File: src/div_pkg.sv
`default_nettype none

package div_pkg;

    ////////////////////////////////////////
    // Widths

    // Operand and result width
    localparam int XLEN = 32;

    // Instruction id width, four ids in flight
    localparam int ID_WIDTH = 2;

    ////////////////////////////////////////
    // Operation encoding

    // Bit 0 marks unsigned, bit 1 selects the remainder
    typedef enum logic [1:0] {
        DIV  = 2'b00,
        DIVU = 2'b01,
        REM  = 2'b10,
        REMU = 2'b11
    } div_op_t;

    ////////////////////////////////////////
    // Request as carried through the queue

    // 2 + 1 + 32 + 32 + 2 = 69 bits
    typedef struct packed {
        div_op_t             op;
        // Take last quotient and remainder, skip the divider
        logic                reuse;
        logic [XLEN-1:0]     rs1;
        logic [XLEN-1:0]     rs2;
        logic [ID_WIDTH-1:0] id;
    } div_request_t;

endpackage

`default_nettype wire

File: src/div_fifo.sv
`timescale 1ns/1ps
`default_nettype none

module div_fifo #(
    parameter type payload_t = logic [7:0],
    parameter int  DEPTH     = 4
) (
    input  logic     clk,
    input  logic     rst,
    input  logic     push,
    input  logic     pop,
    input  payload_t data_in,
    output payload_t data_out,
    output logic     valid,
    output logic     full
);

    // Pointer width, DEPTH is a power of two
    localparam int PTR_W = $clog2(DEPTH);

    payload_t           mem [DEPTH];
    logic [PTR_W-1:0]   rd_ptr;
    logic [PTR_W-1:0]   wr_ptr;
    // One extra bit so a full queue is distinct from an empty one
    logic [PTR_W:0]     count;
    logic               do_push;
    logic               do_pop;

    ////////////////////////////////////////
    // Qualified requests

    // Writes into a full queue are dropped
    assign do_push = push & ~full;
    // Pops on an empty queue are dropped
    assign do_pop  = pop & valid;

    ////////////////////////////////////////
    // Pointers and occupancy

    always_ff @(posedge clk) begin
        if (rst) begin
            rd_ptr <= '0;
            wr_ptr <= '0;
            count  <= '0;
        end else begin
            // Pointers wrap on their own
            if (do_push)
                wr_ptr <= wr_ptr + 1'b1;
            if (do_pop)
                rd_ptr <= rd_ptr + 1'b1;
            // Simultaneous push and pop leaves count alone
            if (do_push && !do_pop)
                count <= count + 1'b1;
            else if (do_pop && !do_push)
                count <= count - 1'b1;
        end
    end

    // Storage
    always_ff @(posedge clk) begin
        if (do_push)
            mem[wr_ptr] <= data_in;
    end

    ////////////////////////////////////////
    // Status and head

    assign valid = (count != '0);
    assign full  = (count == (PTR_W + 1)'(DEPTH));

    // Head entry shown without a pop
    assign data_out = mem[rd_ptr];

endmodule

`default_nettype wire

File: src/div_core.sv
`timescale 1ns/1ps
`default_nettype none

module div_core #(
    parameter int WIDTH = 32
) (
    input  logic             clk,
    input  logic             rst,
    input  logic             start,
    input  logic [WIDTH-1:0] dividend,
    input  logic [WIDTH-1:0] divisor,
    output logic [WIDTH-1:0] quotient,
    output logic [WIDTH-1:0] remainder,
    output logic             complete,
    output logic             divisor_zero
);

    localparam int CNT_W = $clog2(WIDTH);

    logic               busy;
    logic [CNT_W-1:0]   count;
    logic [WIDTH-1:0]   quot_reg;
    logic [WIDTH-1:0]   rem_reg;
    logic [WIDTH-1:0]   divisor_reg;
    logic               zero_reg;
    logic               step;
    logic               last_step;
    logic [WIDTH:0]     shifted;
    logic [WIDTH+1:0]   trial;
    logic               trial_neg;

    ////////////////////////////////////////
    // Iteration control

    // One bit per cycle between start and complete
    assign step      = busy & ~complete;
    assign last_step = step & (count == CNT_W'(WIDTH - 1));

    always_ff @(posedge clk) begin
        if (rst) begin
            busy     <= 1'b0;
            count    <= '0;
            complete <= 1'b0;
        end else begin
            // Complete is a single-cycle pulse
            complete <= last_step;
            if (start && !busy) begin
                busy  <= 1'b1;
                count <= '0;
            end else if (step) begin
                count <= count + 1'b1;
            end else if (complete) begin
                // Free again once the result has been announced
                busy <= 1'b0;
            end
        end
    end

    ////////////////////////////////////////
    // Restoring shift-subtract

    // Partial remainder with next dividend bit shifted in
    assign shifted = {rem_reg, quot_reg[WIDTH-1]};
    // Extra top bit acts as the borrow
    assign trial     = {1'b0, shifted} - {2'b00, divisor_reg};
    assign trial_neg = trial[WIDTH+1];

    always_ff @(posedge clk) begin
        if (start && !busy) begin
            // Dividend bits shift out of the quotient register
            quot_reg    <= dividend;
            rem_reg     <= '0;
            divisor_reg <= divisor;
            zero_reg    <= (divisor == '0);
        end else if (step) begin
            quot_reg <= {quot_reg[WIDTH-2:0], ~trial_neg};
            // Restore on borrow, otherwise keep the difference
            if (trial_neg)
                rem_reg <= shifted[WIDTH-1:0];
            else
                rem_reg <= trial[WIDTH-1:0];
        end
    end

    ////////////////////////////////////////
    // Results

    // Zero divisor yields all ones and the dividend without special casing
    assign quotient     = quot_reg;
    assign remainder    = rem_reg;
    assign divisor_zero = zero_reg;

endmodule

`default_nettype wire

File: src/div_unit.sv
`timescale 1ns/1ps
`default_nettype none

module div_unit import div_pkg::*; #(
    parameter int FIFO_DEPTH = 4
) (
    input  logic                clk,
    input  logic                rst,
    input  logic                push,
    input  div_request_t        request,
    input  logic [ID_WIDTH-1:0] read_id,
    output logic                full,
    output logic                done,
    output logic [ID_WIDTH-1:0] done_id,
    output logic [XLEN-1:0]     read_data
);

    div_request_t    head;
    logic            head_valid;
    logic            core_complete;
    logic            in_progress;
    logic            start_core;
    logic            signed_op;
    logic            rem_op;
    logic            dividend_neg;
    logic            divisor_neg;
    logic            quotient_neg;
    logic            remainder_neg;
    logic [XLEN-1:0] dividend_mag;
    logic [XLEN-1:0] divisor_mag;
    logic [XLEN-1:0] quotient;
    logic [XLEN-1:0] remainder;
    logic            divisor_zero;
    logic            negate_result;
    logic [XLEN-1:0] selected;
    logic [XLEN-1:0] result;
    logic [XLEN-1:0] rd_bank [2**ID_WIDTH];

    ////////////////////////////////////////
    // Request queue

    div_fifo #(
        .payload_t (div_request_t),
        .DEPTH     (FIFO_DEPTH)
    ) u_request_fifo (
        .clk      (clk),
        .rst      (rst),
        .push     (push),
        .pop      (done),
        .data_in  (request),
        .data_out (head),
        .valid    (head_valid),
        .full     (full)
    );

    ////////////////////////////////////////
    // Control

    // Reuse requests never touch the core
    assign start_core = head_valid & ~in_progress & ~head.reuse;
    // Reuse completes as soon as it reaches the head
    assign done    = core_complete | (head_valid & head.reuse);
    assign done_id = head.id;

    // Blocks a second start for the head still being divided
    always_ff @(posedge clk) begin
        if (rst)
            in_progress <= 1'b0;
        else if (start_core)
            in_progress <= 1'b1;
        else if (core_complete)
            in_progress <= 1'b0;
    end

    ////////////////////////////////////////
    // Signs and magnitudes

    assign signed_op = ~head.op[0];
    assign rem_op    = head.op[1];

    assign dividend_neg  = signed_op & head.rs1[XLEN-1];
    assign divisor_neg   = signed_op & head.rs2[XLEN-1];
    // Quotient sign from both operands
    assign quotient_neg  = dividend_neg ^ divisor_neg;
    // Remainder follows the dividend
    assign remainder_neg = dividend_neg;

    // Most negative value maps to its unsigned magnitude
    assign dividend_mag = dividend_neg ? (XLEN'(0) - head.rs1) : head.rs1;
    assign divisor_mag  = divisor_neg ? (XLEN'(0) - head.rs2) : head.rs2;

    ////////////////////////////////////////
    // Divider

    div_core #(
        .WIDTH (XLEN)
    ) u_div_core (
        .clk          (clk),
        .rst          (rst),
        .start        (start_core),
        .dividend     (dividend_mag),
        .divisor      (divisor_mag),
        .quotient     (quotient),
        .remainder    (remainder),
        .complete     (core_complete),
        .divisor_zero (divisor_zero)
    );

    ////////////////////////////////////////
    // Result select and sign fix

    assign selected = rem_op ? remainder : quotient;
    // All-ones quotient of x/0 stays all ones
    assign negate_result = rem_op ? remainder_neg : (quotient_neg & ~divisor_zero);
    assign result = negate_result ? (XLEN'(0) - selected) : selected;

    ////////////////////////////////////////
    // Result bank

    always_ff @(posedge clk) begin
        if (done)
            rd_bank[head.id] <= result;
    end

    // Combinational read by id
    assign read_data = rd_bank[read_id];

endmodule

`default_nettype wire

File: src/issue_port.sv
`timescale 1ns/1ps
`default_nettype none

module issue_port import div_pkg::*; (
    input  logic                clk,
    input  logic                rst,
    input  logic                req,
    input  div_op_t             op,
    input  logic                reuse,
    input  logic [XLEN-1:0]     rs1,
    input  logic [XLEN-1:0]     rs2,
    input  logic [ID_WIDTH-1:0] id,
    input  logic                full,
    output logic                ack,
    output logic                push,
    output div_request_t        request
);

    // Handshake phase
    typedef enum logic {
        PH_IDLE  = 1'b0,
        PH_ACKED = 1'b1
    } phase_t;

    phase_t phase;
    logic   accept;

    ////////////////////////////////////////
    // Four-phase receiver

    // Take data only while there is room in the queue
    assign accept = (phase == PH_IDLE) & req & ~full;

    always_ff @(posedge clk) begin
        if (rst) begin
            phase <= PH_IDLE;
            push  <= 1'b0;
        end else begin
            // Push for the single cycle after acceptance
            push <= accept;
            case (phase)
                PH_IDLE: begin
                    if (accept)
                        phase <= PH_ACKED;
                end
                PH_ACKED: begin
                    // Wait for the sender to drop req
                    if (!req)
                        phase <= PH_IDLE;
                end
                default: phase <= PH_IDLE;
            endcase
        end
    end

    // Ack is the phase itself, registered
    assign ack = (phase == PH_ACKED);

    // Captured copy, sender lines are free after ack
    always_ff @(posedge clk) begin
        if (accept) begin
            request.op    <= op;
            request.reuse <= reuse;
            request.rs1   <= rs1;
            request.rs2   <= rs2;
            request.id    <= id;
        end
    end

endmodule

`default_nettype wire

File: src/div_subsystem.sv
`timescale 1ns/1ps
`default_nettype none

module div_subsystem import div_pkg::*; #(
    parameter int FIFO_DEPTH = 4
) (
    input  logic                clk,
    input  logic                rst,
    // Issue side
    input  logic                req,
    input  div_op_t             op,
    input  logic                reuse,
    input  logic [XLEN-1:0]     rs1,
    input  logic [XLEN-1:0]     rs2,
    input  logic [ID_WIDTH-1:0] id,
    output logic                ack,
    // Result side
    input  logic [ID_WIDTH-1:0] read_id,
    output logic                done,
    output logic [ID_WIDTH-1:0] done_id,
    output logic [XLEN-1:0]     read_data
);

    logic         push;
    logic         full;
    div_request_t request;

    ////////////////////////////////////////
    // Handshake front end

    issue_port u_issue_port (
        .clk     (clk),
        .rst     (rst),
        .req     (req),
        .op      (op),
        .reuse   (reuse),
        .rs1     (rs1),
        .rs2     (rs2),
        .id      (id),
        .full    (full),
        .ack     (ack),
        .push    (push),
        .request (request)
    );

    ////////////////////////////////////////
    // Divide unit and result bank

    div_unit #(
        .FIFO_DEPTH (FIFO_DEPTH)
    ) u_div_unit (
        .clk       (clk),
        .rst       (rst),
        .push      (push),
        .request   (request),
        .read_id   (read_id),
        .full      (full),
        .done      (done),
        .done_id   (done_id),
        .read_data (read_data)
    );

endmodule

`default_nettype wire

File: config.mk
export PLATFORM = sky130hd
export DESIGN_NAME = div_subsystem
export DESIGN_NICKNAME = d
export VERILOG_FILES = /design/src/div_pkg.sv /design/src/div_fifo.sv /design/src/div_core.sv /design/src/div_unit.sv /design/src/issue_port.sv /design/src/div_subsystem.sv
export SDC_FILE = /design/constraint.sdc
export NUM_CORES = 1
export LEC_CHECK = 0
export ABC_AREA = 1
export BUFFER_PORTS_ARGS = -buffer_cell sky130_fd_sc_hd__buf_2
export CAP_MARGIN = 25
export CORE_MARGIN = 2
export CORE_UTILIZATION = 50
export CTS_CLUSTER_SIZE = 16
export DETAILED_ROUTE_END_ITERATION = 7
export PLACE_DENSITY = 0.67
export SLEW_MARGIN = 20
export SYNTH_ARGS = -nofsm -noshare
export SYNTH_HDL_FRONTEND = slang
export SYNTH_SLANG_ARGS = --single-unit
File: constraint.sdc
create_clock -name clk -period 4.5 [get_ports clk]
set_input_delay 0 -clock clk [delete_from_list [all_inputs] [get_ports clk]]
set_output_delay 0 -clock clk [all_outputs]
set_load 0.01 [all_outputs]
==> out/metrics.yaml <==
outcome:
  status: "complete, no violations"
clock_tree:
  cts_tree: "done"
  cts.repair.resized: 0
  cts_max_level: 2
  clock_latency_ps: 640
  cts.sinks: 589
  cts_hold_repair.buffers: 71
  cts_buffer_depth: 3
  cts_buffers: 58
  path_clk_slew_ps: 60
  postCtsSetupBuffers: 0
  root_buffer: "clkbuf_16"
cells_and_area:
  fin_nets: 3015
  fill_cells: 4563
  final_util_pct: 57.63
  top_regs: "u_div_unit.u_request_fifo.mem: 276 flops, u_div_unit.rd_bank: 128 flops, u_issue_port.request: 69 flops"
  area_growth_pct: 13.51
  antenna_cells: 0
  largest_register_ffs: 276
  drive_gt1_share_pct: 9.749
  fin_area_sq_um: 31130
  fin_cells: 3640
  largest-register: "u_div_unit.u_request_fifo.mem"
floorplan:
  io_pins: 110
  dieWidth_um: 238.2
  initial_core_util_pct: 50.77
  die_h_um: 238.2
  rows: 85
  core_sq_um: 54030
  dieArea_sq_um: 56740
power_and_ir_drop:
  p_per_area_nw_per_um2: 655.2
  p_leak_nw: 12.26
  switchingPower_mw: 7.872
  ir_drop_mv: 0.4172
  comb_power_share_pct: 36.6
  swShare_pct: 38.59
  pwr-share-clk_pct: 22.8
  intPower_mw: 12.53
  power_frac_seq_pct: 40.6
critical_path:
  cp_max_fo: 73
  worstSetupPathType: "register to register"
  cp-start-kind: "register"
  end_kind: "register"
  required_ps: 4900
  critPathArrivalTime_ps: 3800
  reg2reg_slack_ps: 1100
  r2r_cells: 13
  r2r_end: "u_div_unit.rd_bank[3][22]$_DFFE_PP_"
worst_hold_path:
  holdPathEnd: "u_issue_port.request[18]$_DFFE_PP_"
  hold_path_class: "primary input to register"
  hold_start: "rs2[16]"
  hold_depth: 2
sta:
  timing.fmax_mhz: 294.1
  setup_violations: 0
  min_period_ps: 3400
  slew_headroom_pct: 37.63
  tns_ps: 0
  maxSlewViolCount: 0
  rsz0062_at_grt: "false"
  hold_viol_final: 0
  skew_ps: 36.36
  hold_ws_ps: 67.30
  post-route-period-util_pct: 75.57
  tightest_slew_ps: 933.4
placement:
  placed_area_sq_um: 28560
  gp_congestion: 0.9360
  hpwl_mm: 44.49
  placed_cells: 3461
  io_buffers: 109
yosys:
  synthArstFlopShare_pct: 0
  yosysSeqAreaShare_pct: 62.62
  synth_area_sq_um: 27430
  synth_top_area_share_pct: 58.90
  synth-main-ff-cell: "edfxtp_1"
  synth_edf_count: 538
  yosys_warnings: 0
  syn-num-nets: 2844
  yosysUniqueCellTypes: 48
  postSynthCellCount: 2726
  yosys-top-cells-area: "edfxtp_1 59%, nand2_1 10%, dfxtp_1 3.7%"
  yosys.area.top_type: "edfxtp_1"
  syn_area_per_cell_sq_um: 10.06
  synth_seq_cells: 589
global_routing:
  grt_max_degree: 161
  grt_pass1_vias: 18748
  antenna_found_initial: 0
  track_usage_pct: 23.34
  grt_pass1_wl_mm: 102.4
  grt_overflow: 0
flow_run:
  maxCapViolCount: 0
route:
  routedWlPerCell_um: 18.16
  routed_wl_mm: 66.09
  vias: 19613
  drtIter0Drc: 1456
  drc: 0
  via_per_inst: 5.388
  ant_nets: 0
  first_pass_iters: 7
worst max-delay path, cell delays in order (launching register included):
cell and delay, ps:
dfxtp_4 360, inv_4 560, nand2_1 160, nand3_2 130, nand2_4 230, inv_2 210
nand2_1 80, o21ai_2 80, ha_1 220, nand3_1 130, nor2_2 220, nand3_2 170
o31ai_2 230, xor2_1 370
final cells by class:
cell class | instances | area, sq um | share of cell area [%]
timing repair buffer | 210 | 1539 | 4.943
clock buffer | 72 | 1514 | 4.863
sequential | 589 | 17180 | 55.19
clock inverter | 35 | 324.1 | 1.041
tap | 696 | 870.8 | 2.797
inverter | 254 | 958.4 | 3.078
multi-input combinational | 1784 | 8746 | 28.09
power by group through the flow:
stage	Clock, mW	Sequential [mW]	Combinational, mW
after floorplan	0	8.18	5.45
after global placement	0	8.34	7.24
after detailed placement	0	8.38	7.36
after CTS	4.74	8.27	7.44
after global routing	4.97	8.35	8.38
final	4.65	8.27	7.47
placed cells by master, fill, tap and decap left out, types with 8 or more instances in the layout:
cell type,count
nand4_1,28
a21oi_1,106
o21ai_2,13
inv_1,244
nor2_4,9
edfxtp_1,538
nand3_1,188
buf_4,26
clkinv_2,10
dfxtp_1,49
nor3_1,16
clkbuf_1,13
o21ai_1,31
clkbuf_16,58
nor2_1,223
clkinv_1,15
dlygate4sd3_1,71
ha_1,42
o21ai_0,201
nor2_2,13
o211ai_1,8
xnor2_1,26
buf_2,109
nand2_1,733
nand3b_1,10
xor2_1,43
o22ai_1,34
kinds of logic after synthesis:
kind of cell	count (synthesis)	share of synthesized area [%]
AO/OA/AOI/OAI	426	8.553
XOR/XNOR	69	2.203
adder cells (fa/ha/maj)	44	2.062
buffers and inverters	353	5.670
flip-flops	589	62.62
AND/OR/NAND/NOR	1245	18.89
synthesized netlist by cell type, types with 2 or more instances:
cell,count
ha_1,42
nand4_1,28
a21boi_0,2
o21ai_1,31
nand3_2,6
a21o_1,6
o21bai_1,7
xnor2_1,26
o21ai_2,13
fa_1,2
nand3b_1,10
nand2_1,733
and2_1,2
or2_2,6
o22a_1,6
inv_4,2
inv_2,7
a32oi_1,5
dfxtp_1,51
buf_2,36
clkbuf_1,31
o211ai_1,8
buf_1,3
edfxtp_1,538
inv_1,244
nor2_4,4
nand3_1,189
nand2_2,6
buf_4,10
o21ai_0,201
buf_6,19
nor3_1,16
nor2_2,10
o22ai_1,34
nor2_1,231
a31oi_1,2
xor2_1,43
a21oi_1,106
per-layer routing:
layer | up-vias | part of all wire, % | global-route usage [%]
met5 | - | 0 | 0
met4 | 0 | 3.7 | 9.110
met3 | 120 | 5.9 | 3.297
met2 | 590 | 46 | 37.52
met1 | 9255 | 45 | 32.31
li1 | 9648 | - | -
metrics by stage:
stage,setup slack (ps),power (mW)
2_1_floorplan,416.3,13.63
6_report,1100,20.40
5_1_grt,763.0,21.71
3_3_place_gp,1153,15.59
3_5_place_dp,1102,15.74
4_1_cts,1072,20.44
worst max path at each step:
stage                                                                from                                             to  slack (ps)
after global placement                                           register            u_div_unit.rd_bank[3][15]$_DFFE_PP_        1150
after CTS                                                        register            u_div_unit.rd_bank[3][24]$_DFFE_PP_        1070
after detailed placement                                         register            u_div_unit.rd_bank[2][24]$_DFFE_PP_        1100
after global routing                                             register            u_div_unit.rd_bank[3][18]$_DFFE_PP_         760
final                                                            register            u_div_unit.rd_bank[3][22]$_DFFE_PP_        1100
after floorplan           u_div_unit.u_request_fifo.count[0]$_SDFFE_PP0P_  u_div_unit.u_request_fifo.mem[0][0]$_DFFE_PP_         420
(Power assumes the default switching activity.)
